`src/verilog/mul_accel_pkg.sv`:
```
/*
 * Multiplier accelerator shared definitions
 * Data widths, CSR map and streamer states
 */
package mul_accel_pkg;

  // ------------------------------
  // Data types
  // ------------------------------
  typedef logic [31:0] word_t;
  typedef logic [31:0] addr_t;
  typedef logic [15:0] operand_t;
  typedef logic [3:0]  shift_t;

  // Streamer sequencing, one element at a time
  typedef enum logic [2:0] {IDLE, RD_A, WT_A, RD_B, WT_B, FEED, DRAIN, WR_C} stream_state_e;

  // ------------------------------
  // Accelerator CSR window
  // ------------------------------
  // Relative to the streamer offset
  localparam addr_t CsrShift  = 32'd0;
  localparam addr_t CsrCommit = 32'd1;
  localparam addr_t CsrCount  = 32'd2;

  // Streamer registers
  localparam addr_t CsrBaseA  = 32'd0;
  localparam addr_t CsrBaseB  = 32'd1;
  localparam addr_t CsrBaseC  = 32'd2;
  localparam addr_t CsrLength = 32'd3;
  localparam addr_t CsrStart  = 32'd4;
  localparam addr_t CsrStatus = 32'd5;

endpackage

```
`src/verilog/csr_addr_demux.sv`:
```
/*
 * CSR address demux
 * Low addresses go to the streamer, the rest to the CSR manager
 * Single outstanding request, response taken from the chosen side
 */
module csr_addr_demux import mul_accel_pkg::*; #(
  parameter int unsigned StreamerCsrNum = 6
) (
  input  logic  clk_i,
  input  logic  rst_n_i,
  // Upstream CSR bus
  input  addr_t csr_req_addr_i,
  input  word_t csr_req_data_i,
  input  logic  csr_req_write_i,
  input  logic  csr_req_valid_i,
  output logic  csr_req_ready_o,
  output word_t csr_rsp_data_o,
  output logic  csr_rsp_valid_o,
  input  logic  csr_rsp_ready_i,
  // Streamer side
  output addr_t s_req_addr_o,
  output word_t s_req_data_o,
  output logic  s_req_write_o,
  output logic  s_req_valid_o,
  input  logic  s_req_ready_i,
  input  word_t s_rsp_data_i,
  input  logic  s_rsp_valid_i,
  output logic  s_rsp_ready_o,
  // Manager side
  output addr_t m_req_addr_o,
  output word_t m_req_data_o,
  output logic  m_req_write_o,
  output logic  m_req_valid_o,
  input  logic  m_req_ready_i,
  input  word_t m_rsp_data_i,
  input  logic  m_rsp_valid_i,
  output logic  m_rsp_ready_o
);

  logic busy_q;
  // High when the pending request went to the streamer
  logic tgt_s_q;
  logic sel_s;
  logic req_fire;
  logic rsp_fire;

  assign sel_s = csr_req_addr_i < addr_t'(StreamerCsrNum);

  // Request fan-out, held off while a response is pending
  assign s_req_addr_o  = csr_req_addr_i;
  assign s_req_data_o  = csr_req_data_i;
  assign s_req_write_o = csr_req_write_i;
  assign s_req_valid_o = csr_req_valid_i && !busy_q && sel_s;

  // Manager sees addresses relative to its own window
  assign m_req_addr_o  = csr_req_addr_i - addr_t'(StreamerCsrNum);
  assign m_req_data_o  = csr_req_data_i;
  assign m_req_write_o = csr_req_write_i;
  assign m_req_valid_o = csr_req_valid_i && !busy_q && !sel_s;

  assign csr_req_ready_o = !busy_q && (sel_s ? s_req_ready_i : m_req_ready_i);

  // Response merge from the registered target
  assign csr_rsp_valid_o = busy_q && (tgt_s_q ? s_rsp_valid_i : m_rsp_valid_i);
  assign csr_rsp_data_o  = tgt_s_q ? s_rsp_data_i : m_rsp_data_i;
  assign s_rsp_ready_o   = busy_q && tgt_s_q && csr_rsp_ready_i;
  assign m_rsp_ready_o   = busy_q && !tgt_s_q && csr_rsp_ready_i;

  assign req_fire = csr_req_valid_i && csr_req_ready_o;
  assign rsp_fire = csr_rsp_valid_o && csr_rsp_ready_i;

  always_ff @(posedge clk_i or negedge rst_n_i) begin
    if (!rst_n_i) begin
      busy_q  <= 1'b0;
      tgt_s_q <= 1'b0;
    end else if (req_fire) begin
      busy_q  <= 1'b1;
      tgt_s_q <= sel_s;
    end else if (rsp_fire) begin
      busy_q  <= 1'b0;
    end
  end

  // Responses only come from the side holding the pending request
  a_rsp_from_target : assert property (@(posedge clk_i) disable iff (!rst_n_i)
    (s_rsp_valid_i || m_rsp_valid_i) |->
      busy_q && (tgt_s_q ? !m_rsp_valid_i : !s_rsp_valid_i));

endmodule

```
`src/verilog/accel_csr_manager.sv`:
```
/*
 * Accelerator CSR manager
 * Holds the shift setting, commits it to the core on request
 * and reads back the live product count
 */
module accel_csr_manager import mul_accel_pkg::*; (
  input  logic   clk_i,
  input  logic   rst_n_i,
  // CSR request and response
  input  addr_t  req_addr_i,
  input  word_t  req_data_i,
  input  logic   req_write_i,
  input  logic   req_valid_i,
  output logic   req_ready_o,
  output word_t  rsp_data_o,
  output logic   rsp_valid_o,
  input  logic   rsp_ready_i,
  // Configuration commit to the core
  output shift_t cfg_shift_o,
  output logic   cfg_valid_o,
  input  logic   cfg_ready_i,
  // Status from the core
  input  word_t  count_i
);

  shift_t shift_q;
  shift_t cfg_shift_q;
  logic   cfg_valid_q;
  logic   rsp_valid_q;
  word_t  rsp_data_q;
  logic   req_fire;
  logic   commit_wr;

  assign req_ready_o = !rsp_valid_q;
  assign req_fire    = req_valid_i && req_ready_o;
  assign commit_wr   = req_fire && req_write_i && (req_addr_i == CsrCommit);

  assign rsp_valid_o = rsp_valid_q;
  assign rsp_data_o  = rsp_data_q;
  assign cfg_valid_o = cfg_valid_q;
  assign cfg_shift_o = cfg_shift_q;

  // ------------------------------
  // Register file and response
  // ------------------------------
  always_ff @(posedge clk_i or negedge rst_n_i) begin
    if (!rst_n_i) begin
      shift_q     <= '0;
      rsp_valid_q <= 1'b0;
      rsp_data_q  <= '0;
    end else begin
      if (rsp_valid_q && rsp_ready_i) begin
        rsp_valid_q <= 1'b0;
      end
      if (req_fire) begin
        rsp_valid_q <= 1'b1;
        // Writes answer with zero
        rsp_data_q  <= '0;
        if (req_write_i) begin
          if (req_addr_i == CsrShift) begin
            shift_q <= req_data_i[3:0];
          end
        end else begin
          case (req_addr_i)
            CsrShift: rsp_data_q <= word_t'(shift_q);
            CsrCount: rsp_data_q <= count_i;
            default:  rsp_data_q <= '0;
          endcase
        end
      end
    end
  end

  // ------------------------------
  // Commit handshake
  // ------------------------------
  // Offered shift stays frozen until the core takes it
  always_ff @(posedge clk_i or negedge rst_n_i) begin
    if (!rst_n_i) begin
      cfg_valid_q <= 1'b0;
      cfg_shift_q <= '0;
    end else begin
      if (cfg_valid_q && cfg_ready_i) begin
        cfg_valid_q <= 1'b0;
      end
      if (commit_wr && (!cfg_valid_q || cfg_ready_i)) begin
        cfg_valid_q <= 1'b1;
        cfg_shift_q <= shift_q;
      end
    end
  end

endmodule

```
`src/verilog/mul_core.sv`:
```
/*
 * Two-stage multiply and shift core
 * Stage one multiplies, stage two shifts, whole pipe stalls on back-pressure
 */
module mul_core import mul_accel_pkg::*; (
  input  logic     clk_i,
  input  logic     rst_n_i,
  // Configuration
  input  shift_t   cfg_shift_i,
  input  logic     cfg_valid_i,
  output logic     cfg_ready_o,
  // Operand stream
  input  operand_t op_a_i,
  input  operand_t op_b_i,
  input  logic     op_valid_i,
  output logic     op_ready_o,
  // Result stream
  output word_t    res_data_o,
  output logic     res_valid_o,
  input  logic     res_ready_i,
  // Delivered results since reset
  output word_t    count_o
);

  shift_t shift_q;
  logic   s1_valid_q;
  logic   s2_valid_q;
  word_t  prod_q;
  word_t  res_q;
  word_t  count_q;
  logic   stall;

  // Output stage full and not drained
  assign stall       = s2_valid_q && !res_ready_i;
  assign op_ready_o  = !stall;
  // New shift only with an empty pipeline
  assign cfg_ready_o = !s1_valid_q && !s2_valid_q;

  assign res_data_o  = res_q;
  assign res_valid_o = s2_valid_q;
  assign count_o     = count_q;

  always_ff @(posedge clk_i or negedge rst_n_i) begin
    if (!rst_n_i) begin
      shift_q    <= '0;
      s1_valid_q <= 1'b0;
      s2_valid_q <= 1'b0;
      count_q    <= '0;
    end else begin
      if (cfg_valid_i && cfg_ready_o) begin
        shift_q <= cfg_shift_i;
      end
      if (!stall) begin
        s1_valid_q <= op_valid_i;
        s2_valid_q <= s1_valid_q;
      end
      if (res_valid_o && res_ready_i) begin
        count_q <= count_q + 32'd1;
      end
    end
  end

  // Datapath registers
  always_ff @(posedge clk_i) begin
    if (!stall) begin
      prod_q <= word_t'(op_a_i) * word_t'(op_b_i);
      res_q  <= prod_q >> shift_q;
    end
  end

  // Upstream holds the operands until they are taken
  a_op_stable : assert property (@(posedge clk_i) disable iff (!rst_n_i)
    op_valid_i && !op_ready_o |=> op_valid_i && $stable(op_a_i) && $stable(op_b_i));

endmodule

```
`src/verilog/tcdm_streamer.sv`:
```
/*
 * TCDM streamer
 * Run registers plus an FSM that fetches A[i] and B[i], feeds the core
 * and stores the result to C[i] over one memory port
 */
module tcdm_streamer import mul_accel_pkg::*; (
  input  logic     clk_i,
  input  logic     rst_n_i,
  // CSR request and response
  input  addr_t    req_addr_i,
  input  word_t    req_data_i,
  input  logic     req_write_i,
  input  logic     req_valid_i,
  output logic     req_ready_o,
  output word_t    rsp_data_o,
  output logic     rsp_valid_o,
  input  logic     rsp_ready_i,
  // Operands to the core
  output operand_t op_a_o,
  output operand_t op_b_o,
  output logic     op_valid_o,
  input  logic     op_ready_i,
  // Results from the core
  input  word_t    res_data_i,
  input  logic     res_valid_i,
  output logic     res_ready_o,
  // TCDM port
  output addr_t    tcdm_addr_o,
  output word_t    tcdm_wdata_o,
  output logic     tcdm_write_o,
  output logic     tcdm_req_o,
  input  logic     tcdm_gnt_i,
  input  word_t    tcdm_rdata_i,
  input  logic     tcdm_rvalid_i
);

  stream_state_e state_q;
  addr_t    base_a_q;
  addr_t    base_b_q;
  addr_t    base_c_q;
  word_t    len_q;
  word_t    idx_q;
  operand_t a_q;
  operand_t b_q;
  word_t    c_q;
  logic     rsp_valid_q;
  word_t    rsp_data_q;
  logic     busy;
  logic     req_fire;
  logic     cfg_wr;

  assign busy        = state_q != IDLE;
  assign req_ready_o = !rsp_valid_q;
  assign req_fire    = req_valid_i && req_ready_o;
  // Run registers are frozen while busy
  assign cfg_wr      = req_fire && req_write_i && !busy;
  assign rsp_valid_o = rsp_valid_q;
  assign rsp_data_o  = rsp_data_q;

  // ------------------------------
  // CSR access
  // ------------------------------
  always_ff @(posedge clk_i or negedge rst_n_i) begin
    if (!rst_n_i) begin
      base_a_q    <= '0;
      base_b_q    <= '0;
      base_c_q    <= '0;
      len_q       <= '0;
      rsp_valid_q <= 1'b0;
      rsp_data_q  <= '0;
    end else begin
      if (rsp_valid_q && rsp_ready_i) begin
        rsp_valid_q <= 1'b0;
      end
      if (req_fire) begin
        rsp_valid_q <= 1'b1;
        rsp_data_q  <= '0;
        if (!req_write_i) begin
          case (req_addr_i)
            CsrBaseA:  rsp_data_q <= base_a_q;
            CsrBaseB:  rsp_data_q <= base_b_q;
            CsrBaseC:  rsp_data_q <= base_c_q;
            CsrLength: rsp_data_q <= len_q;
            CsrStatus: rsp_data_q <= word_t'(busy);
            default:   rsp_data_q <= '0;
          endcase
        end
      end
      if (cfg_wr) begin
        case (req_addr_i)
          CsrBaseA:  base_a_q <= req_data_i;
          CsrBaseB:  base_b_q <= req_data_i;
          CsrBaseC:  base_c_q <= req_data_i;
          CsrLength: len_q    <= req_data_i;
          default:   ;
        endcase
      end
    end
  end

  // ------------------------------
  // Element sequencer
  // ------------------------------
  always_ff @(posedge clk_i or negedge rst_n_i) begin
    if (!rst_n_i) begin
      state_q <= IDLE;
      idx_q   <= '0;
    end else begin
      case (state_q)
        // Zero length never leaves idle
        IDLE: if (cfg_wr && req_addr_i == CsrStart && len_q != '0) begin
          idx_q   <= '0;
          state_q <= RD_A;
        end
        RD_A: if (tcdm_gnt_i) state_q <= WT_A;
        WT_A: if (tcdm_rvalid_i) state_q <= RD_B;
        RD_B: if (tcdm_gnt_i) state_q <= WT_B;
        WT_B: if (tcdm_rvalid_i) state_q <= FEED;
        FEED: if (op_ready_i) state_q <= DRAIN;
        DRAIN: if (res_valid_i) state_q <= WR_C;
        WR_C: if (tcdm_gnt_i) begin
          idx_q   <= idx_q + 32'd1;
          state_q <= (idx_q + 32'd1 == len_q) ? IDLE : RD_A;
        end
        default: state_q <= IDLE;
      endcase
    end
  end

  // Operand and result holding registers
  always_ff @(posedge clk_i) begin
    if (state_q == WT_A && tcdm_rvalid_i) a_q <= tcdm_rdata_i[15:0];
    if (state_q == WT_B && tcdm_rvalid_i) b_q <= tcdm_rdata_i[15:0];
    if (state_q == DRAIN && res_valid_i) c_q <= res_data_i;
  end

  assign op_a_o      = a_q;
  assign op_b_o      = b_q;
  assign op_valid_o  = state_q == FEED;
  assign res_ready_o = state_q == DRAIN;

  // Word addresses, one element per word
  assign tcdm_req_o   = (state_q == RD_A) || (state_q == RD_B) || (state_q == WR_C);
  assign tcdm_write_o = state_q == WR_C;
  assign tcdm_wdata_o = c_q;
  always_comb begin
    case (state_q)
      RD_B:    tcdm_addr_o = base_b_q + idx_q;
      WR_C:    tcdm_addr_o = base_c_q + idx_q;
      default: tcdm_addr_o = base_a_q + idx_q;
    endcase
  end

  // A request waiting for its grant keeps address and data
  a_req_hold : assert property (@(posedge clk_i) disable iff (!rst_n_i)
    tcdm_req_o && !tcdm_gnt_i |=> tcdm_req_o && $stable(tcdm_addr_o)
      && $stable(tcdm_write_o) && $stable(tcdm_wdata_o));

endmodule

```
`src/verilog/mul_accel_top.sv`:
```
/*
 * Streaming elementwise multiplier accelerator
 * CSR demux and manager, multiply core and TCDM streamer
 */
module mul_accel_top import mul_accel_pkg::*; #(
  parameter int unsigned StreamerCsrNum = 6
) (
  input  logic  clk_i,
  input  logic  rst_n_i,
  // CSR bus
  input  addr_t csr_req_addr_i,
  input  word_t csr_req_data_i,
  input  logic  csr_req_write_i,
  input  logic  csr_req_valid_i,
  output logic  csr_req_ready_o,
  output word_t csr_rsp_data_o,
  output logic  csr_rsp_valid_o,
  input  logic  csr_rsp_ready_i,
  // TCDM port
  output addr_t tcdm_addr_o,
  output word_t tcdm_wdata_o,
  output logic  tcdm_write_o,
  output logic  tcdm_req_o,
  input  logic  tcdm_gnt_i,
  input  word_t tcdm_rdata_i,
  input  logic  tcdm_rvalid_i
);

  // Streamer CSR channel
  addr_t s_req_addr;
  word_t s_req_data;
  logic  s_req_write;
  logic  s_req_valid;
  logic  s_req_ready;
  word_t s_rsp_data;
  logic  s_rsp_valid;
  logic  s_rsp_ready;
  // Manager CSR channel
  addr_t m_req_addr;
  word_t m_req_data;
  logic  m_req_write;
  logic  m_req_valid;
  logic  m_req_ready;
  word_t m_rsp_data;
  logic  m_rsp_valid;
  logic  m_rsp_ready;
  // Core configuration and status
  shift_t cfg_shift;
  logic   cfg_valid;
  logic   cfg_ready;
  word_t  count;
  // Data streams
  operand_t op_a;
  operand_t op_b;
  logic     op_valid;
  logic     op_ready;
  word_t    res_data;
  logic     res_valid;
  logic     res_ready;

  // ------------------------------
  // Input side
  // ------------------------------
  csr_addr_demux #(
    .StreamerCsrNum  ( StreamerCsrNum  )
  ) i_csr_addr_demux (
    .clk_i           ( clk_i           ),
    .rst_n_i         ( rst_n_i         ),
    .csr_req_addr_i  ( csr_req_addr_i  ),
    .csr_req_data_i  ( csr_req_data_i  ),
    .csr_req_write_i ( csr_req_write_i ),
    .csr_req_valid_i ( csr_req_valid_i ),
    .csr_req_ready_o ( csr_req_ready_o ),
    .csr_rsp_data_o  ( csr_rsp_data_o  ),
    .csr_rsp_valid_o ( csr_rsp_valid_o ),
    .csr_rsp_ready_i ( csr_rsp_ready_i ),
    .s_req_addr_o    ( s_req_addr      ),
    .s_req_data_o    ( s_req_data      ),
    .s_req_write_o   ( s_req_write     ),
    .s_req_valid_o   ( s_req_valid     ),
    .s_req_ready_i   ( s_req_ready     ),
    .s_rsp_data_i    ( s_rsp_data      ),
    .s_rsp_valid_i   ( s_rsp_valid     ),
    .s_rsp_ready_o   ( s_rsp_ready     ),
    .m_req_addr_o    ( m_req_addr      ),
    .m_req_data_o    ( m_req_data      ),
    .m_req_write_o   ( m_req_write     ),
    .m_req_valid_o   ( m_req_valid     ),
    .m_req_ready_i   ( m_req_ready     ),
    .m_rsp_data_i    ( m_rsp_data      ),
    .m_rsp_valid_i   ( m_rsp_valid     ),
    .m_rsp_ready_o   ( m_rsp_ready     )
  );

  accel_csr_manager i_accel_csr_manager (
    .clk_i       ( clk_i       ),
    .rst_n_i     ( rst_n_i     ),
    .req_addr_i  ( m_req_addr  ),
    .req_data_i  ( m_req_data  ),
    .req_write_i ( m_req_write ),
    .req_valid_i ( m_req_valid ),
    .req_ready_o ( m_req_ready ),
    .rsp_data_o  ( m_rsp_data  ),
    .rsp_valid_o ( m_rsp_valid ),
    .rsp_ready_i ( m_rsp_ready ),
    .cfg_shift_o ( cfg_shift   ),
    .cfg_valid_o ( cfg_valid   ),
    .cfg_ready_i ( cfg_ready   ),
    .count_i     ( count       )
  );

  // ------------------------------
  // Processing
  // ------------------------------
  mul_core i_mul_core (
    .clk_i       ( clk_i     ),
    .rst_n_i     ( rst_n_i   ),
    .cfg_shift_i ( cfg_shift ),
    .cfg_valid_i ( cfg_valid ),
    .cfg_ready_o ( cfg_ready ),
    .op_a_i      ( op_a      ),
    .op_b_i      ( op_b      ),
    .op_valid_i  ( op_valid  ),
    .op_ready_o  ( op_ready  ),
    .res_data_o  ( res_data  ),
    .res_valid_o ( res_valid ),
    .res_ready_i ( res_ready ),
    .count_o     ( count     )
  );

  // ------------------------------
  // Output side
  // ------------------------------
  tcdm_streamer i_tcdm_streamer (
    .clk_i         ( clk_i         ),
    .rst_n_i       ( rst_n_i       ),
    .req_addr_i    ( s_req_addr    ),
    .req_data_i    ( s_req_data    ),
    .req_write_i   ( s_req_write   ),
    .req_valid_i   ( s_req_valid   ),
    .req_ready_o   ( s_req_ready   ),
    .rsp_data_o    ( s_rsp_data    ),
    .rsp_valid_o   ( s_rsp_valid   ),
    .rsp_ready_i   ( s_rsp_ready   ),
    .op_a_o        ( op_a          ),
    .op_b_o        ( op_b          ),
    .op_valid_o    ( op_valid      ),
    .op_ready_i    ( op_ready      ),
    .res_data_i    ( res_data      ),
    .res_valid_i   ( res_valid     ),
    .res_ready_o   ( res_ready     ),
    .tcdm_addr_o   ( tcdm_addr_o   ),
    .tcdm_wdata_o  ( tcdm_wdata_o  ),
    .tcdm_write_o  ( tcdm_write_o  ),
    .tcdm_req_o    ( tcdm_req_o    ),
    .tcdm_gnt_i    ( tcdm_gnt_i    ),
    .tcdm_rdata_i  ( tcdm_rdata_i  ),
    .tcdm_rvalid_i ( tcdm_rvalid_i )
  );

endmodule

```
`config.mk`:
```
export PLATFORM = sky130hd
export DESIGN_NAME = mul_accel_top
export DESIGN_NICKNAME = d
export VERILOG_FILES = /design/src/verilog/mul_accel_pkg.sv /design/src/verilog/csr_addr_demux.sv /design/src/verilog/accel_csr_manager.sv /design/src/verilog/mul_core.sv /design/src/verilog/tcdm_streamer.sv /design/src/verilog/mul_accel_top.sv
export SDC_FILE = /design/constraint.sdc
export NUM_CORES = 1
export LEC_CHECK = 0
export ABC_AREA = 1
export BUFFER_PORTS_ARGS = -buffer_cell sky130_fd_sc_hd__buf_4
export CAP_MARGIN = 20
export CORE_MARGIN = 2
export CORE_UTILIZATION = 40
export CTS_BUF_LIST = sky130_fd_sc_hd__clkbuf_4
export DETAILED_ROUTE_END_ITERATION = 6
export PLACE_DENSITY = 0.65
export SYNTH_ARGS = -nofsm -noshare
export SYNTH_HDL_FRONTEND = slang
export SYNTH_HIERARCHICAL = 1
export SYNTH_SLANG_ARGS = --single-unit
```
`constraint.sdc`:
```
create_clock -name clk_i -period 4.9 [get_ports clk_i]
set_input_delay 0.49 -clock clk_i [delete_from_list [all_inputs] [get_ports clk_i]]
set_output_delay 0.49 -clock clk_i [all_outputs]
set_load 0.02 [all_outputs]
```
; After elaboration in Yosys (flattened, before gate mapping)
; Index checks and enable logic that the tools add are counted.
[totals]
reg_bits = 406
word_cells = 143
out_inout_bits = 100
in_bits = 103
[classes]
n_shift = 1
n_mux = 29
addsub = 6
n_reduce_logical = 58
eq_ne = 23
n_lt_le_gt_ge = 1
n_mul = 1
[ops]
columns = cell, count
row1 = 32-bit case mux with 2 select lines, 3
row2 = 32-bit 2-to-1 mux, 5
row3 = 32-bit case mux with 5 select lines, 1
row4 = 32-bit adder, 3
row5 = 32-bit by 2-bit equality test with 1-bit output (second input constant), 3
row6 = 32-bit by 1-bit adder with 32-bit output (second input constant), 2
row7 = 32-bit by 1-bit equality test with 1-bit output (second input constant), 2
row8 = 32-bit by 3-bit equality test with 1-bit output (second input constant), 2
row9 = 32-bit zero test, 2
row10 = 32-bit equality test, 1
row11 = 32-bit by 3-bit less-than comparator with 1-bit output (second input constant), 1
row12 = 16-bit by 16-bit multiplier with 32-bit output, 1
row13 = 32-bit nonzero test, 1
row14 = 32-bit by 4-bit right shift with 32-bit output, 1
row15 = 32-bit by 3-bit subtractor with 32-bit output (second input constant), 1
row16 = 1-bit logical AND, 28
row17 = 3-bit 2-to-1 mux, 8
row18 = 3-bit case mux with 8 select lines, 1
row19 = 3-bit equality test (second input constant), 4
row20 = 2-bit inequality test (second input constant), 6
row21 = 1-bit 2-to-1 mux, 11
row22 = 1-bit zero test, 10
row23 = 2-bit nonzero test, 5
row24 = 2-bit AND reduction, 4
row25 = 8 further kinds, 13

; Longest topological paths before layout
[depth]
depth_word = 10
ltp_mapped = 27
mapped_depth_nobuf = 25

; By module
; Netlist, hierarchy kept.
[modules_own_cells]
columns = mod, seq_area_each_um2, cells_each, n_inst, area_per_inst_um2
row1 = mul_core, 2872.8, 2010, 1, 14816.7
row2 = tcdm_streamer, 6826.5, 1808, 1, 14305.0
row3 = csr_addr_demux, 50.0, 399, 1, 2213.4
row4 = accel_csr_manager, 1051.0, 254, 1, 1978.1

; Least setup slack after synthesis
; OpenSTA, ideal clock, no wires.
[synth_timing]
path_type = flip-flop to flip-flop
startpoint = register i_tcdm_streamer.a_q[5], in the netlist i_tcdm_streamer/op_a_o[5]
endpoint = register i_mul_core.prod_q[31] (data pin)
setup_time_ns = 0.252
t_required_ns = 4.648
path_buffers = 2
arrival_time_ns = 5.186
setup_slack_ns = -0.538
stages_incl_launch_ff = 23
period_less_slack_ns = 5.438
cell_sequence = edfxtp_1 > clkbuf_1 > clkbuf_1 > nand2_1 > fa_1 > inv_1 > fa_1 > inv_1 > fa_1 > inv_1 > fa_1 > fa_1 > inv_1 > fa_1 > inv_1 > ha_1 > nand2_1 > nor2_1 > nand3_1 > nand3_1 > nand2_1 > nand3_1 > nand2_1
[synth_via]
elab_chain_len = 1
[synth_rtl]
columns = element, line_no
row1 = start: declaration, tcdm_streamer.sv:43  ; operand_t a_q;
row2 = start signal: assignment, tcdm_streamer.sv:132  ; if (state_q == WT_A && tcdm_rvalid_i) a_q <= tcdm_rdata_i[15:0];
row3 = 16-bit by 16-bit multiplier with 32-bit output, mul_core.sv:66  ; prod_q <= word_t'(op_a_i) * word_t'(op_b_i);
row4 = end signal: assignment, mul_core.sv:66
row5 = end: declaration, mul_core.sv:28  ; word_t prod_q;
; Every way passes these cells.
; A chain may end at the register's enable or synchronous reset.

; Worst setup path in the final report
[layout_timing]
startpoint = register i_tcdm_streamer.b_q[6], in the netlist i_tcdm_streamer/op_b_o[6]
endpoint = register i_mul_core.prod_q[21] (data pin)
[layout_via]
elab_chain_len = 1
[layout_rtl]
columns = element, line_no
row1 = start: declaration, tcdm_streamer.sv:44  ; operand_t b_q;
row2 = start signal: assignment, tcdm_streamer.sv:133  ; if (state_q == WT_B && tcdm_rvalid_i) b_q <= tcdm_rdata_i[15:0];
row3 = 16-bit by 16-bit multiplier with 32-bit output, mul_core.sv:66
; Every way passes these cells.

==> results_dict.tcl <==
set metrics [dict create \
    path_common_cell "fa_1" \
    antenna_found_initial 4 \
    crit_path_cell_trace "buf_6, buf_6, nand2_2, inv_2, fa_1, inv_1, fa_1, fa_2, fa_1, inv_2, fa_1, inv_2, fa_1, inv_2, ha_4, nand2_4, nor2_4, nand3_1, nand3_4, nand2_2, nand3_1, nand2_1" \
    min_period_over_period_pct 108 \
    r2r_cells 22 \
    grt_pass1_vias 29000 \
    critical_path_class "flip-flop to flip-flop" \
    grtUsageMet3_pct 3.01 \
    multi_input_area_mm2 0.0194 \
    drt_wl_total_mm 92.7 \
    core_mm2 0.0820 \
    setup_slack_ns -0.380 \
    num_vias 29100 \
    clock.fmax_ghz 0.189 \
    grt_overflow_total 0 \
    rows 105 \
    routabilityCongestion 0.928 \
    grt_use_met2_pct 38.3 \
    crit_buf_inv 7 \
    grt_usage_pct 21.9 \
    outcome "complete, but fails checks" \
    syn_inst 4443 \
    rr_endpoint "i_mul_core/prod_q[21]" \
    slowest_delay_ns 0.52 \
    hold_ws_ns 0.196 \
    grt_max_degree 109 \
    finClkSkew_ns 0.0893 \
    syn_area_per_cell_um2 7.45 \
    die_w_um 292 \
    drive_above_1_share_pct 18.9 \
    nFillCells 8135 \
    yosysWarnings 6 \
    period_needed_ns 5.28 \
    cts_htree_levels 3 \
    dieArea_mm2 0.0851 \
    hold_class "input pin to async pin" \
    gr-usage-met1_pct 26.8 \
    setup_viol 22 \
    worstMarginPinSlew_ns 1.02 \
    synthesis.area_mm2 0.0331 \
    r2r_start "i_tcdm_streamer/op_b_o[6]" \
    dp_hpwl_mm 70.5 \
    r2r_setup_slack_ns -0.38 \
    dpl_cell_area_mm2 0.0361 \
    die_h_um 292 \
    cp-end-kind "flip-flop" \
    initial_core_util_pct 40.4 \
    final_antenna_net_count 0 \
    clock-sinks 406 \
    rsz0062_at_grt "yes" \
    cts_buffers 108 \
    grt_busiest_layer "met2" \
    grt_pass1_wl_mm 150 \
    worstSkewPairLatency_ns 0.90 \
    start_kind "flip-flop" \
    cp.required_ns 5.50 \
    pre_cts_ws_ns -0.465 \
    slew_viol_final 0 \
    vias_per_cell 4.94 \
    cts.clk_slew.worst_paths_ns 0.07 \
    io_buffers 186 \
    root_buffer "clkbuf_4" \
    drtPass1Iterations 5 \
    drtIter0Drc 1900 \
    timing.max_slew.rel_slack_pct 31.7 \
    ios 203 \
    regArea_mm2 0.0108 \
    crit_fanout 8 \
    max_cap_violations 0 \
    arrival_ns 5.88 \
    crit_family "adder cells" \
    fin_area_mm2 0.0391 \
    wl_per_cell_um 15.8 \
    area_growth_pct 18.0 \
    drc_errors 0 \
    synth_nets 4879 \
    hold_viol 0 \
    violations "negative setup slack" \
    cts_tree "built" \
    critPathSlowestCell "fa_1" \
    fin_nets 5170 \
    clockBufferDepth 3 \
]
-- layer usage --
layer	up-vias	part of all wire [%]
met3	177	4.7
met5	-	0.020
li1	14400	-
met1	13800	41
met4	4	4.3
met2	771	50
-- layout by cell type (no fill, tap or decap), drive strengths merged, types with 4 or more instances in the layout --
master / instances
and2: 9
buf: 366
dlygate4sd3: 53
clkbuf: 159
inv: 709
nand3b: 16
or2: 5
o21ai: 237
clkinvlp: 4
nor4: 13
mux2i: 16
a21oi: 91
o22ai: 30
xnor2: 21
nor2: 314
ha: 138
edfxtp: 128
nor3: 31
nand2: 1554
xor2: 74
fa: 195
o21a: 9
o211ai: 4
nand4: 43
o21bai: 6
clkinv: 28
nand3: 248
o2111ai: 21
dfrtp: 278
-- worst reg2reg max path, delay by kind of cell, from the launching register on --
kind                       cells  cell delay (ns)
DFF                            1             0.42
and+or+nand+nor                8             0.76
buffers and inverters          7             0.51
adders and majority gates      7             3.33
-- through the flow --
step | setup TNS [ns] | util (%) | cells
global route | -10.26 | 47.7 | 5883
CTS | -6.14 | 46.8 | 5854
global placement | -7.49 | 44.0 | 5597
detailed placement | -8.31 | 44.0 | 5598
floorplan | -1.13 | - | 4443
finish | -6.19 | 47.7 | 5883
-- repair_timing --
| item | 4_1_cts | 5_1_grt |
|---|---|---|
| endpoints found under the hold margin | 278 | 0 |
| hold buffers | 53 | 0 |
| setup buffers | 16 | 24 |
| gates resized for setup | 93 | 154 |
| pin swaps | 30 | 101 |
| endpoints found under the setup margin | 33 | 38 |
-- cell type report --
cell class	count	share of cell area, %
multi-input combinational	3086	49.7
sequential	406	27.6
timing repair buffer	420	8.99
inverter	712	6.85
tap	1070	3.43
clock buffer	158	3.04
clock inverter	29	0.368
antenna	2	0.0128
-- state kept, by name, indices dropped and copies added, names as in the netlist, 3 cells and up --
register	count
i_accel_csr_manager/cfg_shift_o	4
i_accel_csr_manager/rsp_data_o	32
i_accel_csr_manager/shift_q	4
i_mul_core/count_o	32
i_mul_core/prod_q	32
i_mul_core/res_data_o	32
i_mul_core/shift_q	4
i_tcdm_streamer/base_a_q	32
i_tcdm_streamer/base_b_q	32
i_tcdm_streamer/base_c_q	32
i_tcdm_streamer/idx_q	32
i_tcdm_streamer/len_q	32
i_tcdm_streamer/op_a_o	16
i_tcdm_streamer/op_b_o	16
i_tcdm_streamer/rsp_data_o	32
i_tcdm_streamer/state_q	3
i_tcdm_streamer/tcdm_wdata_o	32
-- worst max-delay path by stage --
stage | start | endpoint | slack (ns) | cells past startpoint
floorplan | i_tcdm_streamer/op_b_o[4] | i_mul_core/prod_q[30] | -0.09 | 25
global placement | i_tcdm_streamer/op_b_o[4] | i_mul_core/prod_q[31] | -0.42 | 24
detailed placement | i_tcdm_streamer/op_b_o[4] | i_mul_core/prod_q[31] | -0.46 | 24
finish | i_tcdm_streamer/op_b_o[6] | i_mul_core/prod_q[21] | -0.38 | 22
global route | i_tcdm_streamer/op_b_o[5] | i_mul_core/prod_q[31] | -0.57 | 24
CTS | i_tcdm_streamer/op_b_o[6] | i_mul_core/prod_q[31] | -0.38 | 24
Power is left out: the tool's default activity adds up to more than one toggle a clock period on the data nets, which glitch-free logic cannot reach.
